`src/arcade_pkg.sv`:
```
////////////////////////////////////////////////////////////////////////////
// Arcade shell shared types
// Structs, enums and width defaults used across the glue shell
////////////////////////////////////////////////////////////////////////////

package arcade_pkg;

	localparam int rom_addr_w = 12; // 4 KiB image
	localparam int rom_data_w = 8;

	typedef struct packed {
		logic [rom_addr_w-1:0] addr;
		logic [7:0]            data;
		logic                  last; // Final byte of the image
	} dl_byte_t;

	typedef struct packed {
		logic [7:0] code;
		logic       pressed;
	} key_event_t;

	// Right sits in bit 0, as on the host joystick word
	typedef struct packed {
		logic fire3;
		logic fire2;
		logic fire1;
		logic up;
		logic down;
		logic left;
		logic right;
	} joy_t;

	typedef struct packed {
		logic up;
		logic down;
		logic thrust;
		logic fire1;
		logic fire2;
		logic fire3;
		logic coin;
		logic start1;
		logic start2;
		logic advance;
		logic auto_up;
		logic service;
	} controls_t;

	typedef struct packed {
		logic [2:0] r;
		logic [2:0] g;
		logic [1:0] b;
		logic       hs;
		logic       vs;
		logic       blank_n;
	} pixel_in_t;

	typedef struct packed {
		logic [5:0] r;
		logic [5:0] g;
		logic [5:0] b;
		logic       hs;
		logic       vs;
	} pixel_out_t;

	typedef enum logic [1:0] {
		ld_idle,
		ld_loading,
		ld_loaded
	} loader_state_t;

	typedef enum logic [1:0] {
		scan_off,
		scan_pct25,
		scan_pct50,
		scan_pct75
	} scan_level_t;

	typedef enum logic [7:0] {
		key_up    = 8'h75,
		key_down  = 8'h72,
		key_left  = 8'h6B,
		key_right = 8'h74,
		key_esc   = 8'h76,
		key_f1    = 8'h05,
		key_f2    = 8'h06,
		key_ctrl  = 8'h14,
		key_alt   = 8'h11,
		key_space = 8'h29,
		key_a     = 8'h1C,
		key_u     = 8'h3C,
		key_h     = 8'h33
	} key_code_t;

endpackage

```
`src/video_out.sv`:
```
////////////////////////////////////////////////////////////////////////////
// Video output stage
// Blanks and expands 3/3/2 pixels to 6 bits, dims odd lines
////////////////////////////////////////////////////////////////////////////

`timescale 1ns/1ns

module video_out (
	input  logic                    clk_sys,
	input  logic                    rst_n,
	input  arcade_pkg::pixel_in_t   pix_in,
	input  arcade_pkg::scan_level_t scan_level,
	input  logic                    line_odd,
	output arcade_pkg::pixel_out_t  pix_out
);

	arcade_pkg::pixel_out_t pix_nxt;
	logic [5:0]             r_exp;
	logic [5:0]             g_exp;
	logic [5:0]             b_exp;

	function automatic logic [5:0] dim(
		input logic [5:0]              v,
		input arcade_pkg::scan_level_t lvl
	);
		logic [5:0] res;
		case (lvl)
			arcade_pkg::scan_pct25: res = v - (v >> 2);
			arcade_pkg::scan_pct50: res = v >> 1;
			arcade_pkg::scan_pct75: res = v >> 2;
			default:                res = v;
		endcase
		return res;
	endfunction

	// Bit repetition keeps full white at full scale
	always_comb begin
		r_exp = '0;
		g_exp = '0;
		b_exp = '0;
		if (pix_in.blank_n) begin
			r_exp = {pix_in.r, pix_in.r};
			g_exp = {pix_in.g, pix_in.g};
			b_exp = {3{pix_in.b}};
		end
	end

	always_comb begin
		pix_nxt.r  = line_odd ? dim(r_exp, scan_level) : r_exp;
		pix_nxt.g  = line_odd ? dim(g_exp, scan_level) : g_exp;
		pix_nxt.b  = line_odd ? dim(b_exp, scan_level) : b_exp;
		pix_nxt.hs = pix_in.hs;
		pix_nxt.vs = pix_in.vs; // Syncs share the colour delay
	end

	always_ff @(posedge clk_sys) begin
		if (!rst_n)
			pix_out <= '0;
		else
			pix_out <= pix_nxt;
	end

endmodule

```
`config.mk`:
```
export PLATFORM = sky130hd
export DESIGN_NAME = video_out
export DESIGN_NICKNAME = d
export VERILOG_FILES = /design/src/arcade_pkg.sv /design/src/video_out.sv
export SDC_FILE = /design/constraint.sdc
export NUM_CORES = 1
export LEC_CHECK = 0
export ABC_AREA = 1
export BUFFER_PORTS_ARGS = -buffer_cell sky130_fd_sc_hd__clkbuf_2
export CORE_MARGIN = 4
export CORE_UTILIZATION = 51
export DETAILED_ROUTE_END_ITERATION = 6
export MAX_ROUTING_LAYER = met4
export PLACE_DENSITY = 0.89
export SLEW_MARGIN = 10
export SYNTH_ARGS = -nofsm -noshare
export SYNTH_HDL_FRONTEND = slang
export SYNTH_SLANG_ARGS = --single-unit
```
`constraint.sdc`:
```
create_clock -name clk_sys -period 2.3 [get_ports clk_sys]
set_input_delay 0.46 -clock clk_sys [delete_from_list [all_inputs] [get_ports clk_sys]]
set_output_delay 0.46 -clock clk_sys [all_outputs]
set_load 0.03 [all_outputs]
```
* After elaboration in Yosys (flattened, before gate mapping) *
Index checks and enable logic that the tools add are counted.

storage, ports and cells
  word-level logic and storage cells = 20
  register bits = 20
  input port bits = 16
  output and inout bits = 20

cells by class
  mux-type cells = 9
  eq/ne operators = 3
  add/subtract/negate cells = 3

operators with widths
  kind                                                  number
  case mux 6 bit (3 select lines)                       3
  two-way mux 6 bit                                     6
  subtractor 6 x 4 -> 6 bit                             3
  equality test 2 bit (second input constant)           2
  equality test 2 x 1 -> 1 bit (second input constant)  1

* Longest topological paths before layout *
  word-level depth = 4
  gate-level depth with buffers = 14
  depth with buffers taken out = 13

* Worst setup path after synthesis *
No wires, ideal clock.

  path kind = input-to-reg
  start point = input port pix_in[0] in the netlist's numbering
  end point = register pix_out[12] in the netlist's numbering
  data required time = 2.175 ns
  path slack = 0.497 ns
  arrival = 1.679 ns
  buffers on the path = 1
  stages on the path = 11
  cells stage by stage = buf_6 > nand2_4 > inv_1 > ha_1 > fa_1 > inv_1 > nand3_1 > nand2_1 > nand2_1 > nand3_1 > a21oi_1

between the ends
  word-level cells in the longest chain between the ends = 4

ends and longest elaborated chain
  item                             RTL line         text
  start: declaration               video_out.sv:11  input arcade_pkg::pixel_in_t pix_in,
  two-way mux 6 bit *              video_out.sv:41  if (pix_in.blank_n) begin
  subtractor 6 x 4 -> 6 bit        video_out.sv:28  arcade_pkg::scan_pct25: res = v - (v >> 2);
  case mux 6 bit (3 select lines)  video_out.sv:27  case (lvl)
  two-way mux 6 bit *              video_out.sv:50  pix_nxt.g = line_odd ? dim(g_exp, scan_level) : g_exp;
  end signal: assignment           video_out.sv:60  pix_out <= pix_nxt;
  end: declaration                 video_out.sv:14  output arcade_pkg::pixel_out_t pix_out

Mark *: on every way between the ends. The rest lies on a longest branch, timed or not.
A chain may end at the register's enable or synchronous reset.

* Worst setup path after layout *
  start point = input port pix_in[0] in the netlist's numbering
  end point = register pix_out[10] in the netlist's numbering

The elaborated chain is that of the path after synthesis.

==> metrics <==
status=complete, no violations; pin count of the biggest net entering global routing=11; CTS tree=built; commonest non-fill, non-tap cell in the layout=nand2_1; initial DRC count=79; Initial DRT Pass Iterations=4; post-DP HPWL=2415 um; Die ar.=3370 sq um; first-pass GRT wire length=5126 um; Post-CTS Setup Inserts=0; cell internal pwr=504.2 uW; CP Max Fanout=10; commonest non-fill, non-tap cells in the layout=nand2_1 (56), clkbuf_2 (35), inv_1 (30), nand3_1 (19), dfxtp_1 (18); vias per std cell=5.224; Hold Fails Final Rpt=0; Global Route Usage Sum=19.39%; Biggest register=pix_out; initial core utilization=55.61%; sequential share of the synthesized area=28.21%; Post-Syn Area=1277 sq um; Final TNS setup=0 ps; syn_nets=221; Die Ht=58.05 um; # resized after CTS=0; total grt overflow=0; YS warnings=0; H-tree levels=1; Cells after Synth=197; hold_buf cts=0; deepest clock path buffer count=2; Max Cap Violations=0; detailed-route via count=1353; Slew HR=75.05%; CP Capture Type=flip-flop; final core occ=64.81%; Total Wirelength=2999 um; Std-Cell Rows=17; fmax=0.5334 GHz; Syn Area/Cell=6.485 sq um; Worst VDD drop=416.7 uV; Sink Count=18; area grow syn2layout=16.55%; CP startpoint kind=primary input; Final setup viols=0; Core Area=2297 sq um; WL/cell=11.58 um; Clock Power Share=23.8%; Req. time, crit path=2480 ps; die width=58.05 um; n_diodes=0; Worst-Margin Slew=374.3 ps; Pwr per Cell Area=515.3 nW/um^2; Port Buf Inserts=35; critical path type=in -> reg; largest registers=pix_out: 18 flops; layout cells sized above 1=24.68%; Worst-path clk slew=90 ps; Num CTS Buffers=3; IO Count=36; CP arrival=2060 ps; Seq pwr share=43.7%; post-layout min period=1875 ps; RePlAce Congestion=0.9399; antenna violations before repair=0; Worst Hold Class=in -> reg; Final Max Slew Viols=0; RSZ-0062 raised after global routing=no; final worst-path cycle share=81.51%; post-synthesis cell type count=27; post-synthesis register bit count=18; Sw Share=34.28%; drt drc=0; Root Buffer=clkbuf_4; antenna viol nets, final=0; Final #Nets=256; max FFs per register=18; Pleak=0.0008361 uW; Comb pwr share=32.5%; net switching power=263.0 uW; vias in the first global route=1272
-- final timing paths --
check / to / cells past startpoint / start
hold / removal: pix_out[1] / 3 / pix_in[2]
setup / recovery: pix_out[10] / 11 / pix_in[0]
-- worst max-delay path: stages --
cell and delay, ps:
clkbuf_2 220, nand2_4 170, inv_1 90, ha_1 240, fa_1 390, inv_1 80
nand2_1 50, nand3_1 90, nand4_1 100, nand3_1 110, inv_1 60
-- per-stage QoR --
| stage | cells | hold slack (ps) | setup WS [ps] | instance area, sq um | power (uW) |
|---|---|---|---|---|---|
| after floorplan | 197 | 557.6 | 496.5 | 1277 | 523.1 |
| after global placement | 255 | 645.4 | 251.0 | 1453 | 582.6 |
| after detailed placement | 255 | 648.7 | 154.8 | 1453 | 588.8 |
| after CTS | 259 | 351.3 | 461.8 | 1489 | 771.1 |
| after global routing | 259 | 345.9 | 326.0 | 1489 | 816.4 |
| final | 259 | 356.4 | 425.2 | 1489 | 767.2 |
-- power by group through the flow --
stage	clock network, uW	registers (uW)	logic, uW
after floorplan	0	383	140
after detailed placement	0	343	245
after CTS	188	336	247
after global routing	202	338	276
final	183	336	249
after global placement	0	343	240
-- Yosys cell counts, drive strengths merged --
library cell / n / area, sq um
a21oi: 15 / 82.58
a221oi: 1 / 8.760
buf: 4 / 31.27
clkbuf: 1 / 3.750
clkinv: 2 / 7.510
dfxtp: 18 / 360.4
fa: 2 / 40.04
ha: 6 / 75.07
inv: 36 / 135.1
nand2: 60 / 245.2
nand3: 19 / 95.09
nand3b: 2 / 15.01
nand4: 3 / 18.77
nor2: 13 / 76.32
o21a: 1 / 7.510
o21ai: 13 / 68.82
or2: 1 / 6.260
-- layer usage --
metal,routed length [um],share of wire [%],up-vias,GRT usage (%)
met5,0,0,-,-
met4,69,2.3,0,9.603
met3,267,8.9,12,1.559
met2,1390,46,76,33.23
met1,1271,42,583,22.61
li1,-,-,682,-
-- logic make-up after synthesis --
kind of cell / after synthesis / synth area share [%]
compound gates: 30 / 13.13
fa+ha+maj: 8 / 9.011
buf+inv: 43 / 13.91
flops: 18 / 28.21
simple gates: 98 / 35.75
-- area by class of cell --
class	instances	area (sq um)
clock buffers	4	36.28
fillers	213	808.3
inverters	38	142.6
multi-input cells	136	739.5
flip-flops and latches	18	360.3
well taps	28	35.03
repair buffers	35	175.2
No activity file was read; power rests on OpenSTA's default activity.
