## src/arcade_pkg.sv

```systemverilog
////////////////////////////////////////////////////////////////////////////
// Arcade shell shared types
// Structs, enums and width defaults used across the glue shell
////////////////////////////////////////////////////////////////////////////

package arcade_pkg;

	localparam int rom_addr_w = 12; // 4 KiB image
	localparam int rom_data_w = 8;

	typedef struct packed {
		logic [rom_addr_w-1:0] addr;
		logic [7:0]            data;
		logic                  last; // Final byte of the image
	} dl_byte_t;

	typedef struct packed {
		logic [7:0] code;
		logic       pressed;
	} key_event_t;

	// Right sits in bit 0, as on the host joystick word
	typedef struct packed {
		logic fire3;
		logic fire2;
		logic fire1;
		logic up;
		logic down;
		logic left;
		logic right;
	} joy_t;

	typedef struct packed {
		logic up;
		logic down;
		logic thrust;
		logic fire1;
		logic fire2;
		logic fire3;
		logic coin;
		logic start1;
		logic start2;
		logic advance;
		logic auto_up;
		logic service;
	} controls_t;

	typedef struct packed {
		logic [2:0] r;
		logic [2:0] g;
		logic [1:0] b;
		logic       hs;
		logic       vs;
		logic       blank_n;
	} pixel_in_t;

	typedef struct packed {
		logic [5:0] r;
		logic [5:0] g;
		logic [5:0] b;
		logic       hs;
		logic       vs;
	} pixel_out_t;

	typedef enum logic [1:0] {
		ld_idle,
		ld_loading,
		ld_loaded
	} loader_state_t;

	typedef enum logic [1:0] {
		scan_off,
		scan_pct25,
		scan_pct50,
		scan_pct75
	} scan_level_t;

	typedef enum logic [7:0] {
		key_up    = 8'h75,
		key_down  = 8'h72,
		key_left  = 8'h6B,
		key_right = 8'h74,
		key_esc   = 8'h76,
		key_f1    = 8'h05,
		key_f2    = 8'h06,
		key_ctrl  = 8'h14,
		key_alt   = 8'h11,
		key_space = 8'h29,
		key_a     = 8'h1C,
		key_u     = 8'h3C,
		key_h     = 8'h33
	} key_code_t;

endpackage

```

## src/rom_loader.sv

```systemverilog
////////////////////////////////////////////////////////////////////////////
// ROM loader
// Takes the download byte stream, writes it to the ROM store and holds
// the game core in reset until a complete image is present
////////////////////////////////////////////////////////////////////////////

`timescale 1ns/1ns

module rom_loader #(
	parameter int addr_w = arcade_pkg::rom_addr_w
) (
	input  logic                 clk_sys,
	input  logic                 rst_n,
	input  logic                 dl_valid,
	input  arcade_pkg::dl_byte_t dl,
	input  logic                 user_reset,
	output logic                 dl_ready,
	output logic                 wr_en,
	output logic [addr_w-1:0]    wr_addr,
	output logic [7:0]           wr_data,
	output logic                 rom_busy,
	output logic                 core_reset
);

	arcade_pkg::loader_state_t state;
	arcade_pkg::loader_state_t state_nxt;
	logic                      accept;

	// On-chip store takes one byte every cycle in every state
	assign dl_ready = 1'b1;
	assign accept   = dl_valid & dl_ready;

	// Accepted byte goes straight to the write port
	assign wr_en   = accept;
	assign wr_addr = dl.addr;
	assign wr_data = dl.data;

	assign rom_busy = (state == arcade_pkg::ld_loading);

	always_comb begin
		state_nxt = state;
		case (state)
			arcade_pkg::ld_idle,
			arcade_pkg::ld_loading,
			arcade_pkg::ld_loaded: begin
				if (accept) begin
					if (dl.last)
						state_nxt = arcade_pkg::ld_loaded;
					else
						state_nxt = arcade_pkg::ld_loading; // Also restarts a reload
				end
			end
			default: state_nxt = arcade_pkg::ld_idle;
		endcase
	end

	always_ff @(posedge clk_sys) begin
		if (!rst_n) begin
			state      <= arcade_pkg::ld_idle;
			core_reset <= 1'b1;
		end else begin
			state <= state_nxt;
			// Not loaded covers the loading state as well
			core_reset <= user_reset | (state_nxt != arcade_pkg::ld_loaded);
		end
	end

endmodule

```

## config.mk

```make
export PLATFORM = sky130hd
export DESIGN_NAME = rom_loader
export DESIGN_NICKNAME = d
export VERILOG_FILES = /design/src/arcade_pkg.sv /design/src/rom_loader.sv
export SDC_FILE = /design/constraint.sdc
export NUM_CORES = 1
export LEC_CHECK = 0
export ABC_AREA = 1
export BUFFER_PORTS_ARGS = -buffer_cell sky130_fd_sc_hd__buf_2
export CAP_MARGIN = 20
export CORE_AREA = 2 2 39 41
export DETAILED_ROUTE_END_ITERATION = 16
export DIE_AREA = 0 0 41 43
export PLACE_DENSITY = 0.65
export SLEW_MARGIN = 15
export SYNTH_ARGS = -nofsm -noshare
export SYNTH_HDL_FRONTEND = slang
export SYNTH_SLANG_ARGS = --single-unit
```

## constraint.sdc

```tcl
create_clock -name clk_sys -period 0.8 [get_ports clk_sys]
set_input_delay 0.12 -clock clk_sys [delete_from_list [all_inputs] [get_ports clk_sys]]
set_output_delay 0.12 -clock clk_sys [all_outputs]
set_load 0.005 [all_outputs]
```

# Word-level counts from Yosys, hierarchy flattened
# Cells that the tools add are included.
[totals] reg_bits=3 inputBits=25 elab_cells=11
[op_classes] eq_ne=3 n_mux=3 bitwise_logic=1 reduce_logical=2
[op_table] op="$mux W2" n=3
[op_table] op="$reduce_or A3 Y1" n=1
[op_table] op="$eq A2 B1 Y1 const B" n=1
[op_table] op="$eq A2 B2 Y1 const B" n=1
[op_table] op="$logic_not A2 Y1" n=1
[op_table] op="$ne A2 B2 Y1 const B" n=1
[op_table] op="$or A1 B1 Y1" n=1

# Logic depth before layout (Yosys ltp)
[depth] ltp_word=5 ltp_mapped=4 mapped_depth_nobuf=4

# Worst setup path after synthesis
# No wires, ideal clock.
[synth_timing] path_type="register -> register" from="reg state[0]" to="reg core_reset" setup_ns=0.119 t_arrival_ns=0.506 required_time_ns=0.681 setup_slack_ns=0.175 stages_incl_launch_ff=5 n_path_buf=0 synth_period_minus_slack_ns=0.625 path_cell_list="dfxtp_1 nand2_1 nand2_1 inv_1 nand3_1"
[synth_between] elab_chain_len=5 word_cells_on_any_way=8
[synth_rtl] item="from (decl)" line="rom_loader.sv:25" rtl="arcade_pkg::loader_state_t state;"
[synth_rtl] item="from (signal assigned)" line="rom_loader.sv:59" rtl="state <= arcade_pkg::ld_idle;"
[synth_rtl] item="from (signal assigned)" line="rom_loader.sv:62" rtl="state <= state_nxt;"
[synth_rtl] item="$eq A2 B1 Y1 (tied with other cells)" line="rom_loader.sv:42" rtl="case (state)"
[synth_rtl] item="$reduce_or A3 Y1" line="rom_loader.sv:42"
[synth_rtl] item="$mux W2 *" line="rom_loader.sv:42"
[synth_rtl] item="$ne A2 B2 Y1 *" line="rom_loader.sv:64" rtl="core_reset <= user_reset | (state_nxt != arcade_pkg::ld_loaded);"
[synth_rtl] item="$or A1 B1 Y1 *" line="rom_loader.sv:64"
[synth_rtl] item="to (signal assigned)" line="rom_loader.sv:64"
[synth_rtl] item="to (decl)" line="rom_loader.sv:22" rtl="output logic core_reset"
# Every way passes the cells marked *; elsewhere a longest branch is shown, timed or not.
# A chain may end at the register's enable or synchronous reset.

# Worst setup path after layout
[layout_timing] from="reg state[0]" to="out rom_busy"
[layout_between] elab_chain_len=1
[layout_rtl] item="$eq A2 B1 Y1" line="rom_loader.sv:38" rtl="assign rom_busy = (state == arcade_pkg::ld_loading);"
[layout_rtl] item="to (decl)" line="rom_loader.sv:21" rtl="output logic rom_busy,"
# No other way between the ends.

==> flow_summary_export.csv <==
group,metric,value,unit
floorplan,start_util,20.6,%
worst_setup_path,r2r_cells,5,
route,first_pass_iters,2,
final_layout,antennaDiodeCount,0,
pwr,irDropWorstVdd,0.409,mV
sta,fin_skew,0.00227,ns
floorplan,num_io_pins,49,
sta,setup_tns,-0.0744,ns
floorplan,die_x,41,µm
cts,cts_tree,"yes",
min_path,min_path_type,"input pin to flop",
cts,cts_root_buf,"clkbuf_4",
synthesis,ys_types,9,
worst_setup_path,critical-path-top-delay-family,"flip-flops",
pwr,powerDensity,2190,nW/µm²
synthesis,syn_nets,65,
cts,hold_buffers,0,
synthesis,ys_seq_area_share,21.1,%
synthesis,netlist_area,285,µm²
global_routing,grt_usage,3.81,%
synthesis,synthCells,40,
min_path,worstHoldStart,"user_reset",
global_routing,grt_pass1_wl,372,µm
worst_setup_path,path_cells,"inv_1, nor2_1, buf_2",
worst_setup_path,crit_fanout,2,
final_layout,utilization,15.4,%
pwr,power,467,µW
route,drtAntennaViolNets,0,
floorplan,die_h,43,µm
worst_setup_path,worstSetupStartpointType,"flop",
sta,hold_violations,0,
route,first_iter_violations,2,
synthesis,synth.ff_latch_count,3,
route,drt_wl_total,332,µm
worst_setup_path,endpoint_kind,"output pin",
cts,clock_latency,0.23,ns
sta,grt_setup_unrepaired,"true",
cts,clk_pin_slew,0.03,ns
route,vias,152,
final_layout,num-fill-cells,153,
final_layout,syn_to_final_growth,-25.4,%
floorplan,die-area,1760,µm²
sta,period_share,109,%
sta,finalMaxSlewViolations,0,
global_routing,grt_pass1_vias,124,
synthesis,synth_top_area_cell,"buf_4",
floorplan,core_area,1380,µm²
job,maxCapViolCount,0,
worst_setup_path,rrSetupSlack,0,ns
global_routing,grt_max_degree,5,
worst_setup_path,critPathBufInv,2,
synthesis,synthTopCellsByArea,"buf_4, dfxtp_1, nand2_1",
status,status,"finished, violations left",
cts,clock_sinks,3,
cts,cts_buffer_depth,2,
route,wire_per_inst,7.22,µm
placement,port-buffer-count,7,
synthesis,avgSynthCellArea,7.13,µm²
route,drc_errors,0,
cts,htreeDepth,1,
status,violations,"setup timing",
placement,dp_slack,0.115,ns
worst_setup_path,cpPeakStageDelay,0.32,ns
sta,final.min_clock_period,0.873,ns
worst_setup_path,worst_path_max_delay_cell,"dfxtp_2",
synthesis,ys_warn_count,0,
final_layout,fin_nets,56,
min_path,min_path_cells,3,
global_routing,antenna_found_initial,0,
sta,setup_slack,-0.0727,ns
worst_setup_path,worst_r2r_endpoint,"core_reset",
sta,final-setup-viol-count,2,
min_path,min_to,"core_reset",
route,avgViaCountPerCell,3.30,
synthesis,netlist.area_leader.share,57.9,%
sta,hold_ws,0.0956,ns
worst_setup_path,worst-setup-path-type,"flop to output pin",
cts,cts_buffers,3,
placement,hpwl,247,µm
placement,finalWeightedCongestion,0.418,
global_routing,grt_overflow,0,
worst_setup_path,required,0.68,ns
sta,max_freq,1.15,GHz
pwr,cellLeakagePower,0.000115,µW
final_layout,drive_above_1_share,43.3,%
floorplan,fp-row-count,14,
worst_setup_path,arrival,0.75,ns
worst_setup_path,crit-reg2reg-launch,"state[0]",
kinds of logic (layout without fill, tap and decap cells):
group                  after synthesis  in the layout  share of synthesized area (%)
other                                1              1                           1.31
AOI/OAI and AO/OA                    2              2                           3.51
DFF                                  3              3                           21.1
and+or+nand+nor                      8              8                           11.0
buffers and inverters               26             16                           63.2
power by group:
group / switching (µW) / total (µW) / internal, µW / leakage, µW
Sequential: 4.30 / 164 / 160 / 0.0000250
Clock: 68.7 / 255 / 186 / 0.0000150
Combinational: 23.1 / 47.7 / 24.6 / 0.0000754
state kept, by name (all words and copies together) (netlist names):
signal / cells
state: 2
core_reset: 1
what timing repair did:
item / 4_1_cts / 5_1_grt
pin swaps: 0 / 0
setup endpoints to repair: 1 / 2
setup buffers: 1 / 0
resized for setup: 2 / 0
worst register-to-register path, stage by stage (launching register included):
cell	delay [ns]
dfxtp_2	0.31
buf_4	0.12
nand2_1	0.08
nand2_2	0.07
inv_1	0.05
nand3_1	0.06
how the worst max path moves through the flow:
stage | start | to | cells after the start
CTS | state[0] | rom_busy | 3
global placement | state[1] | core_reset | 4
finish | state[0] | rom_busy | 3
global route | state[0] | rom_busy | 3
floorplan | state[0] | core_reset | 4
detailed placement | state[0] | core_reset | 4
metrics by stage:
step                      area [µm²]  cells
after floorplan                  285     40
after global placement           175     41
after detailed placement         175     41
after CTS                        213     46
after global routing             213     46
final                            213     46
final cells by class:
class / count / area, µm² / area share (%)
flip-flops and latches: 3 / 61.3 / 28.8
multi-input cells: 11 / 47.5 / 22.4
repair buffers: 8 / 42.5 / 20.0
clock buffers: 4 / 26.3 / 12.4
well taps: 16 / 20.0 / 9.41
inverters: 4 / 15.0 / 7.06
synth_stat cells, drive strengths merged:
cell type   n
a21oi       1
buf        22
conb        1
dfxtp       3
inv         4
nand2       5
nand3       1
nor2        2
o21ai       1
layer usage:
layer / track usage [%] / wire length, µm / vias to the layer above
met5: 0 / 0 / -
met4: 6.67 / 0 / 0
met3: 4.19 / 64 / 0
met2: 4.69 / 167 / 11
met1: 1.60 / 99 / 67
li1: - / - / 74
cell usage in the layout (no fill, tap or decap), drive strengths merged:
cell type  instances
inv                4
buf                8
nand2              5
conb               1
nand3              1
a21oi              1
nor2               2
clkbuf             4
dfxtp              3
o21ai              1
Note: power is estimated with default switching activity, not from simulation.
