## src/arcade_pkg.sv

```systemverilog
////////////////////////////////////////////////////////////////////////////
// Arcade shell shared types
// Structs, enums and width defaults used across the glue shell
////////////////////////////////////////////////////////////////////////////

package arcade_pkg;

	localparam int rom_addr_w = 12; // 4 KiB image
	localparam int rom_data_w = 8;

	typedef struct packed {
		logic [rom_addr_w-1:0] addr;
		logic [7:0]            data;
		logic                  last; // Final byte of the image
	} dl_byte_t;

	typedef struct packed {
		logic [7:0] code;
		logic       pressed;
	} key_event_t;

	// Right sits in bit 0, as on the host joystick word
	typedef struct packed {
		logic fire3;
		logic fire2;
		logic fire1;
		logic up;
		logic down;
		logic left;
		logic right;
	} joy_t;

	typedef struct packed {
		logic up;
		logic down;
		logic thrust;
		logic fire1;
		logic fire2;
		logic fire3;
		logic coin;
		logic start1;
		logic start2;
		logic advance;
		logic auto_up;
		logic service;
	} controls_t;

	typedef struct packed {
		logic [2:0] r;
		logic [2:0] g;
		logic [1:0] b;
		logic       hs;
		logic       vs;
		logic       blank_n;
	} pixel_in_t;

	typedef struct packed {
		logic [5:0] r;
		logic [5:0] g;
		logic [5:0] b;
		logic       hs;
		logic       vs;
	} pixel_out_t;

	typedef enum logic [1:0] {
		ld_idle,
		ld_loading,
		ld_loaded
	} loader_state_t;

	typedef enum logic [1:0] {
		scan_off,
		scan_pct25,
		scan_pct50,
		scan_pct75
	} scan_level_t;

	typedef enum logic [7:0] {
		key_up    = 8'h75,
		key_down  = 8'h72,
		key_left  = 8'h6B,
		key_right = 8'h74,
		key_esc   = 8'h76,
		key_f1    = 8'h05,
		key_f2    = 8'h06,
		key_ctrl  = 8'h14,
		key_alt   = 8'h11,
		key_space = 8'h29,
		key_a     = 8'h1C,
		key_u     = 8'h3C,
		key_h     = 8'h33
	} key_code_t;

endpackage

```

## src/key_mapper.sv

```systemverilog
////////////////////////////////////////////////////////////////////////////
// Key mapper
// Latches keyboard buttons and merges them with both joysticks
////////////////////////////////////////////////////////////////////////////

`timescale 1ns/1ns

module key_mapper (
	input  logic                   clk_sys,
	input  logic                   rst_n,
	input  logic                   key_valid,
	input  arcade_pkg::key_event_t key,
	input  arcade_pkg::joy_t       joy0,
	input  arcade_pkg::joy_t       joy1,
	output arcade_pkg::controls_t  controls
);

	typedef struct packed {
		logic up;
		logic down;
		logic left;
		logic right;
		logic fire1;
		logic fire2;
		logic fire3;
		logic coin;
		logic start1;
		logic start2;
		logic advance;
		logic auto_up;
		logic service;
	} btn_t;

	btn_t                  btn;
	btn_t                  btn_nxt;
	arcade_pkg::controls_t ctl_nxt;

	always_comb begin
		btn_nxt = btn;
		if (key_valid) begin
			case (arcade_pkg::key_code_t'(key.code))
				arcade_pkg::key_up:    btn_nxt.up      = key.pressed;
				arcade_pkg::key_down:  btn_nxt.down    = key.pressed;
				arcade_pkg::key_left:  btn_nxt.left    = key.pressed;
				arcade_pkg::key_right: btn_nxt.right   = key.pressed;
				arcade_pkg::key_esc:   btn_nxt.coin    = key.pressed;
				arcade_pkg::key_f1:    btn_nxt.start1  = key.pressed;
				arcade_pkg::key_f2:    btn_nxt.start2  = key.pressed;
				arcade_pkg::key_ctrl:  btn_nxt.fire3   = key.pressed;
				arcade_pkg::key_alt:   btn_nxt.fire2   = key.pressed;
				arcade_pkg::key_space: btn_nxt.fire1   = key.pressed;
				arcade_pkg::key_a:     btn_nxt.advance = key.pressed;
				arcade_pkg::key_u:     btn_nxt.auto_up = key.pressed;
				arcade_pkg::key_h:     btn_nxt.service = key.pressed;
				default: ; // Unmapped scan code
			endcase
		end
	end

	always_comb begin
		ctl_nxt.up      = btn_nxt.up | joy0.up | joy1.up;
		ctl_nxt.down    = btn_nxt.down | joy0.down | joy1.down;
		// Game has a single horizontal direction
		ctl_nxt.thrust  = btn_nxt.left | btn_nxt.right | joy0.left | joy0.right |
		                  joy1.left | joy1.right;
		ctl_nxt.fire1   = btn_nxt.fire1 | joy0.fire1 | joy1.fire1;
		ctl_nxt.fire2   = btn_nxt.fire2 | joy0.fire2 | joy1.fire2;
		ctl_nxt.fire3   = btn_nxt.fire3 | joy0.fire3 | joy1.fire3;
		ctl_nxt.coin    = btn_nxt.coin;
		ctl_nxt.start1  = btn_nxt.start1;
		ctl_nxt.start2  = btn_nxt.start2;
		ctl_nxt.advance = btn_nxt.advance;
		ctl_nxt.auto_up = btn_nxt.auto_up;
		ctl_nxt.service = btn_nxt.service;
	end

	always_ff @(posedge clk_sys) begin
		if (!rst_n) begin
			btn      <= '0;
			controls <= '0;
		end else begin
			btn      <= btn_nxt;
			controls <= ctl_nxt;
		end
	end

endmodule

```

## config.mk

```make
export PLATFORM = sky130hd
export DESIGN_NAME = key_mapper
export DESIGN_NICKNAME = d
export VERILOG_FILES = /design/src/arcade_pkg.sv /design/src/key_mapper.sv
export SDC_FILE = /design/constraint.sdc
export NUM_CORES = 1
export LEC_CHECK = 0
export BUFFER_PORTS_ARGS = -buffer_cell sky130_fd_sc_hd__clkbuf_2
export CAP_MARGIN = 5
export CORE_ASPECT_RATIO = 1.2
export CORE_MARGIN = 2
export CORE_UTILIZATION = 48
export CTS_BUF_LIST = sky130_fd_sc_hd__clkbuf_4 sky130_fd_sc_hd__clkbuf_8
export DETAILED_ROUTE_END_ITERATION = 16
export PLACE_DENSITY = 0.8
export SYNTH_ARGS = -nofsm -noshare
export SYNTH_HDL_FRONTEND = slang
export SYNTH_SLANG_ARGS = --single-unit
export TNS_END_PERCENT = 100
```

## constraint.sdc

```tcl
create_clock -name clk_sys -period 1.6 [get_ports clk_sys]
set_clock_uncertainty 0.15 [all_clocks]
set_input_delay 0.32 -clock clk_sys [delete_from_list [all_inputs] [get_ports clk_sys]]
set_output_delay 0.32 -clock clk_sys [all_outputs]
set_load 0.03 [all_outputs]
```

**Word level (Yosys, flattened, before mapping)**

Index checks and enable logic that the tools add are counted.

- Flip-flop bits (word level): 19
- Bits of input ports: 26
- Output and inout bits: 12
- Logic and storage cells: 67

- Equality and inequality tests: 13
- Multiplexer cells: 14
- Bitwise logic cells: 15
- Reductions and logical operators: 6

Operator list:

| operator | number |
|---|---|
| 8-bit by 7-bit == test with 1-bit output (second input constant) | 5 |
| 8-bit by 5-bit == test with 1-bit output (second input constant) | 3 |
| 8-bit by 6-bit == test with 1-bit output (second input constant) | 3 |
| 8-bit by 3-bit == test with 1-bit output (second input constant) | 2 |
| 1-bit OR | 15 |
| 1-bit two-way mux | 13 |
| 13-bit two-way mux | 1 |
| 2-bit AND reduction | 6 |

**Logic depth before layout (Yosys ltp)**

Gate-level depths: netlist of the first run.

- Depth after elaboration: 8
- Gate-level depth with buffers: 4
- Mapped depth without buffers: 4

**Worst setup path after synthesis of the first run**

OpenSTA, ideal clock, no wires.

- Path kind: input to register
- Start point: in key[6] (netlist bit)
- End point: reg controls[6] (netlist bit)
- Setup time: 124 ps
- Data arrival time: 1190 ps
- Required time: 1326 ps
- Slack: 136 ps
- Stages on the path: 4
- Path buffers: 0
- Path through: nor4b_4 > nor4b_2 > mux2i_1 > a21oi_1

- Longest elaborated chain between the ends: 5

Ends and longest elaborated chain:

| element | RTL line | RTL |
|---|---|---|
| start, declared | key_mapper.sv:12 | `input arcade_pkg::key_event_t key,` |
| 8-bit by 5-bit == test with 1-bit output | key_mapper.sv:41 | `case (arcade_pkg::key_code_t'(key.code))` |
| 1-bit two-way mux | key_mapper.sv:41 |  |
| 13-bit two-way mux | key_mapper.sv:40 | `if (key_valid) begin` |
| 1-bit OR (2 in series) | key_mapper.sv:68 | `ctl_nxt.fire3 = btn_nxt.fire3 \| joy0.fire3 \| joy1.fire3;` |
| end signal, assigned | key_mapper.sv:83 | `controls <= ctl_nxt;` |
| end, declared | key_mapper.sv:15 | `output arcade_pkg::controls_t controls` |

Every way passes these cells.
A chain may end at the register's enable or synchronous reset.

**Worst setup path in the final report of the first run**

- Start point: in key[8] (netlist bit)
- End point: reg controls[9] (netlist bit)

- Longest elaborated chain between the ends: 8
- Elaborated cells on any way between the ends: 10
- Classes of those cells: 2 x eq/ne; 3 x mux; 5 x bitwise

Ends and longest elaborated chain:

| element | RTL line | RTL |
|---|---|---|
| 8-bit by 7-bit == test with 1-bit output | key_mapper.sv:41 |  |
| 1-bit two-way mux | key_mapper.sv:41 |  |
| 13-bit two-way mux * | key_mapper.sv:40 |  |
| 1-bit OR * (4 in series) | key_mapper.sv:64 | `ctl_nxt.thrust = btn_nxt.left \| btn_nxt.right \| joy0.left \| joy0.right \|` |
| 1-bit OR * | key_mapper.sv:65 | `joy1.left \| joy1.right;` |

Mark *: on every way between the ends. The rest lies on a longest branch, timed or not.

==> impl_metrics.env, run 1 <==
export IMPL_status="complete, no violations"
export IMPL_drc=0
export IMPL_dp_slack_ns=-0.09745
export IMPL_r2r_slack_ns=0.70
export IMPL_final_cell_area_mm2=0.001149
export IMPL_core_rowCount=17
export IMPL_dp_hpwl_um=1465
export IMPL_first_pass_iters=5
export IMPL_yosys_area_top_type="dfxtp_1"
export IMPL_setup_violations=0
export IMPL_ir_drop_uv=520.6
export IMPL_yosys_cell_count_top_type="dfxtp_1"
export IMPL_syn_cell_area_um2=910.9
export IMPL_nets=159
export IMPL_die_w_um=43.77
export IMPL_cts_tree="built"
export IMPL_grt_use_total_pct=17.90
export IMPL_grt_pass1_vias=734
export IMPL_grt_antenna_before_repair=0
export IMPL_synth_ff_latch_count=19
export IMPL_wirelength_um=1859
export IMPL_cts_resized=0
export IMPL_clk_path_buf_depth=2
export IMPL_grt_remaining_overflow=0
export IMPL_cts_sinks=19
export IMPL_synth_ff_type="dfxtp_1"
export IMPL_dieArea_mm2=0.002264
export IMPL_post_cts_buffers=0
export IMPL_max_slew_margin_rel_pct=66.33
export IMPL_finalHoldViolCount=0
export IMPL_maxSlewViolCount=0
export IMPL_synth_top_area_share_pct=41.76
export IMPL_critPathLaunch="key[8]"
export IMPL_setup_worst_path_class="in2reg"
export IMPL_crit_path_start_kind="primary input"
export IMPL_tightestPinTransition_ns=0.5019
export IMPL_cp_endpoint="controls[9]$_SDFF_PN0_"
export IMPL_fmax_mhz=728.3
export IMPL_drive_above_1_share_pct=41.67
export IMPL_rr_worst_depth=2
export IMPL_ios=38
export IMPL_synthDistinctLibCells=25
export IMPL_clk_insertion_delay_late_ns=0.29
export IMPL_grt_max_degree=20
export IMPL_cap_violations=0
export IMPL_die_y_um=51.72
export IMPL_synthTopCellsByCount="dfxtp_1 (19), nor2_1 (18), mux2i_1 (13)"
export IMPL_worstHoldPathType="in2reg"
export IMPL_gp_congestion=0.8090
export IMPL_yosysWarnings=0
export IMPL_start_util_pct=50.38
export IMPL_cp_required_ns=1.62
export IMPL_critPathArrivalTime_ns=1.40
export IMPL_cts_htree_levels=1
export IMPL_post_route_period_util_pct=85.82
export IMPL_fin_ws_ns=0.2269
export IMPL_synth_seq_area_share_pct=41.76
export IMPL_cts_buffers_inserted=3
export IMPL_syn_avg_cell_area_um2=9.901
export IMPL_finalCriticalPeriod_ns=1.373
export IMPL_cellLeakagePower_uw=0.0005475
export IMPL_syn_num_nets=118
export IMPL_synth_area_leaders="dfxtp_1 (42%), mux2i_1 (14%), nor2_1 (7.4%)"
export IMPL_num_vias=800
export IMPL_rr_endpoint="controls[9]$_SDFF_PN0_"
export IMPL_root_buffer="clkbuf_4"
export IMPL_synth_edf_count=0
export IMPL_place_port_buffers=37
export IMPL_core_mm2=0.001808
export IMPL_synthToLayoutAreaGrowth_pct=26.10
export IMPL_syn_inst=92
export IMPL_endpoint_kind="register"
export IMPL_drtIter0Drc=7
export IMPL_num_antenna_cells=0
export IMPL_hold_buffers=0
export IMPL_p_per_area_mw_per_mm2=761.7
export IMPL_clkTransAtPathRegs_ns=0.10
export IMPL_wire_per_inst_um=12.31
export IMPL_postRouteAntennaNets=0
export IMPL_via_per_inst=5.298
export IMPL_num_fill_cells=162
export IMPL_async_reset_ff_share_pct=0
export IMPL_timing_rr_start="btn[10]$_SDFF_PN0_"
export IMPL_rsz0062_at_grt="no"
export IMPL_grt_pass1_wl_um=2987
export IMPL_crit_fanout=4
export IMPL_dpl_cell_area_mm2=0.001119
## worst min-delay path by stage
stage	slack, ns	startpoint	end	cells after the start
2_1_floorplan	0.31	btn[9]$_SDFF_PN0_	btn[9]$_SDFF_PN0_	2
3_3_place_gp	0.32	btn[11]$_SDFF_PN0_	btn[11]$_SDFF_PN0_	2
3_5_place_dp	0.33	btn[12]$_SDFF_PN0_	btn[12]$_SDFF_PN0_	2
4_1_cts	0.13	joy1[6]	controls[6]$_SDFF_PN0_	3
5_1_grt	0.13	joy1[3]	controls[11]$_SDFF_PN0_	3
6_report	0.13	joy1[3]	controls[11]$_SDFF_PN0_	3
## power breakdown
group / switching [uW] / internal [uW] / total (uW) / leakage [uW]
Clock: 140 / 114 / 254 / 0.0000184
Combinational: 78.3 / 57.3 / 136 / 0.000374
Sequential: 2.62 / 483 / 486 / 0.000155
Total: 221 / 654 / 875 / 0.000548
## worst max-delay path, cell delays in order
cell and delay (ns):
clkbuf_2 0.12, nand4b_2 0.28, nor4_2 0.29, mux2i_1 0.27, a31oi_1 0.12
## cell type report
class	instances	area [um^2]	share of cell area, %
Clock buffer	4	30.03	2.614
Inverter	1	3.754	0.3268
Multi-Input combinational cell	64	473.0	41.18
Sequential cell	19	380.4	33.12
Tap cell	19	23.77	2.070
Timing Repair Buffer	44	237.7	20.70
## stage by stage
step / util (%) / hold slack (ns) / TNS (ns) / total power, uW / instances
floorplan: - / 0.3058 / 0 / 557.3 / 92
global placement: 61.87 / 0.3209 / -0.09629 / 627.7 / 147
detailed placement: 61.87 / 0.3348 / -0.4113 / 631.5 / 147
CTS: 63.53 / 0.1296 / 0 / 884.1 / 151
global route: 63.53 / 0.1342 / 0 / 915.2 / 151
finish: 63.53 / 0.1275 / 0 / 874.9 / 151
## metal layers
layer	vias to the layer above	wire, um	global-route usage [%]
li1	406	-	-
met1	368	777	20.35
met2	22	952	31.86
met3	4	95	2.431
met4	0	34	9.091
met5	-	0	0
## sequential cells by signal, indices dropped and copies added (netlist names)
name,cells
btn,13
controls,6
## layout by cell type (no fill, tap or decap), drive strengths merged
master	instances
a21oi	5
a31oi	1
and2	1
and4bb	1
buf	7
clkbuf	41
clkinv	1
dfxtp	19
mux2i	13
nand2b	2
nand3	3
nand3b	1
nand4	3
nand4b	3
nor2	18
nor2b	2
nor3	1
nor3b	3
nor4	3
nor4b	3
nor4bb	1
## logic make-up (layout without fill, tap and decap cells)
| group | Yosys count | after routing | share of synthesized area [%] |
|---|---|---|---|
| AO/OA/AOI/OAI | 6 | 6 | 3.434 |
| buffers and inverters | 9 | 49 | 6.317 |
| flip-flops | 19 | 19 | 41.76 |
| multiplexers | 13 | 13 | 14.29 |
| AND/OR/NAND/NOR | 45 | 45 | 34.20 |
Power figures use the tool's default switching activity.
==> run 2: changes to the inputs <==
==> constraint.sdc (replaced) <==
create_clock -name clk_sys -period 1.6 [get_ports clk_sys]
set_clock_uncertainty 0.15 [all_clocks]
set_input_delay 0.08 -clock clk_sys [delete_from_list [all_inputs] [get_ports clk_sys]]
set_output_delay 0.08 -clock clk_sys [all_outputs]
set_load 0.03 [all_outputs]
==> run 2 against run 1 <==
Effect of this change:
- critical path type unchanged
- wire length rose by 9.5%
- critical endpoint unchanged
- flip-flop and latch count did not move
- largest cell class unchanged
- register-to-register slack improved by 0.03 ns
- largest power group unchanged
==> impl_metrics.env, run 2 (same netlist as run 1, synthesis figures left out) <==
export IMPL_status="complete, no violations"
export IMPL_cts_tree="built"
export IMPL_hold_path_startpoint="key[4]"
export IMPL_final_core_util_pct=68.03
export IMPL_wl_met2_um=1084
export IMPL_drc=0
export IMPL_place_port_buffers=37
export IMPL_cp_buffers_inverters=3
export IMPL_cellLeakagePower_uw=0.0005782
export IMPL_fin_ws_ns=0.1092
export IMPL_dp_slack_ns=0.1142
export IMPL_path_depth=5
export IMPL_timing_rr_start="btn[8]$_SDFF_PN0_"
export IMPL_top_register="btn"
export IMPL_sw_frac_of_total_pct=25.53
export IMPL_pwr_share_clk_pct=28.8
export IMPL_ios=38
export IMPL_core_rowCount=17
export IMPL_nets=165
export IMPL_wirelength_um=2035
export IMPL_post_route_period_util_pct=93.18
export IMPL_fmax_mhz=670.8
export IMPL_grt_pass1_vias=792
export IMPL_num_antenna_cells=0
export IMPL_cap_violations=0
export IMPL_cpPeakStageDelay_ns=0.58
export IMPL_final_cell_mix="clkbuf_2 (37), dfxtp_1 (19), nor2_1 (18)"
export IMPL_rr_worst_depth=2
export IMPL_dieArea_mm2=0.002264
export IMPL_root_buffer="clkbuf_4"
export IMPL_dr_wl_met3_um=107
export IMPL_cts_buffers_inserted=3
export IMPL_postRouteAntennaNets=0
export IMPL_highest_layer="met4"
export IMPL_worstHoldPathType="in2reg"
export IMPL_grt_pass1_wl_um=3243
export IMPL_seq_power_share_pct=54.5
export IMPL_synthToLayoutAreaGrowth_pct=35.03
export IMPL_critPathArrivalTime_ns=1.52
export IMPL_hold_slack_ns=0.06796
export IMPL_final_common_cell="clkbuf_2"
export IMPL_via_per_inst=5.344
export IMPL_dp_hpwl_um=1451
export IMPL_finalCriticalPeriod_ns=1.491
export IMPL_cp_required_ns=1.63
export IMPL_die_y_um=51.72
export IMPL_core_mm2=0.001808
export IMPL_grt_antenna_before_repair=0
export IMPL_fin_setup_tns_ns=0
export IMPL_power_switching_uw=227.8
export IMPL_crit_slowest_cell="dlygate4sd3_1"
export IMPL_grt_use_total_pct=19.14
export IMPL_setup_violations=0
export IMPL_clk_insertion_delay_late_ns=0.29
export IMPL_num_vias=839
export IMPL_ir_drop_uv=494.9
export IMPL_crit_top_cell="dlygate4sd3_1"
export IMPL_tightestPinTransition_ns=0.4778
export IMPL_largest_reg_flops=13
export IMPL_num_fill_cells=165
export IMPL_drtIter0Drc=6
export IMPL_finalHoldViolCount=0
export IMPL_worstPathCellList="dlygate4sd3_1, clkbuf_2, nor4_2, dlygate4sd3_1, a31oi_1"
export IMPL_worstHoldPathCells=4
export IMPL_critPathLaunch="joy1[0]"
export IMPL_cts_htree_levels=1
export IMPL_grt_remaining_overflow=0
export IMPL_drive_above_1_share_pct=36.23
export IMPL_clkTransAtPathRegs_ns=0.10
export IMPL_gp_congestion=0.8066
export IMPL_crit_path_start_kind="primary input"
export IMPL_cts_sinks=19
export IMPL_endpoint_kind="register"
export IMPL_setup_worst_path_class="in2reg"
export IMPL_reg_top3="btn x13, controls x6"
export IMPL_start_util_pct=50.38
export IMPL_crit_family="buffers and inverters"
export IMPL_crit_fanout=1
export IMPL_die_w_um=43.77
export IMPL_p_comb_share_pct=16.7
export IMPL_max_slew_margin_rel_pct=67.95
export IMPL_clk_path_buf_depth=2
export IMPL_first_pass_iters=4
export IMPL_grt_max_degree=20
export IMPL_p_per_area_mw_per_mm2=725.3
export IMPL_maxSlewViolCount=0
export IMPL_rsz0062_at_grt="no"
export IMPL_wl_met1_um=816
export IMPL_intPower_uw=664.3
export IMPL_wire_per_inst_um=12.96
## run 2: routing by layer
layer,global-route usage (%),up-vias
li1,-,417
met1,21.69,395
met2,34.56,23
met3,2.431,4
met4,9.091,0
met5,0,-
## run 2: final timing paths
path / to / slack, ns
setup reg to reg: controls[8]$_SDFF_PN0_ / 0.73
hold reg to reg: btn[11]$_SDFF_PN0_ / 0.35
hold / removal: btn[2]$_SDFFE_PN0P_ / 0.07
setup / recovery: controls[9]$_SDFF_PN0_ / 0.11
## run 2: layout make-up
class	count	area, um^2	area share [%]
multi-input cells	64	479.2	38.96
flip-flops and latches	19	380.4	30.93
repair buffers	50	312.8	25.43
clock buffers	4	30.03	2.442
well taps	19	23.77	1.933
inverters	1	3.754	0.3052
## run 2: power by group through the flow
stage | clock network (uW) | registers, uW | logic, uW
floorplan | 0 | 517 | 40.3
global placement | 0 | 497 | 119
detailed placement | 0 | 497 | 124
CTS | 266 | 486 | 146
global route | 280 | 487 | 160
finish | 257 | 486 | 149
## run 2: through the flow
step	area (um^2)	instances	total power [uW]
6_report	1230	157	892.1
5_1_grt	1230	157	927.2
4_1_cts	1224	157	898.5
3_5_place_dp	1074	141	621.1
3_3_place_gp	1074	141	615.8
2_1_floorplan	910.9	92	557.3
## run 2: timing repair
action | CTS | global route
hold endpoints to repair | 6 | 0
setup endpoints to repair | 0 | 1
buffers inserted | 0 | 0
hold buffers | 12 | 0
gates resized for setup | 0 | 1
## run 2: worst register-to-register path: cells and delay by family (launching register included)
kind	cells	cell delay [ns]
mux	1	0.19
flops	1	0.31
compound gates	1	0.10
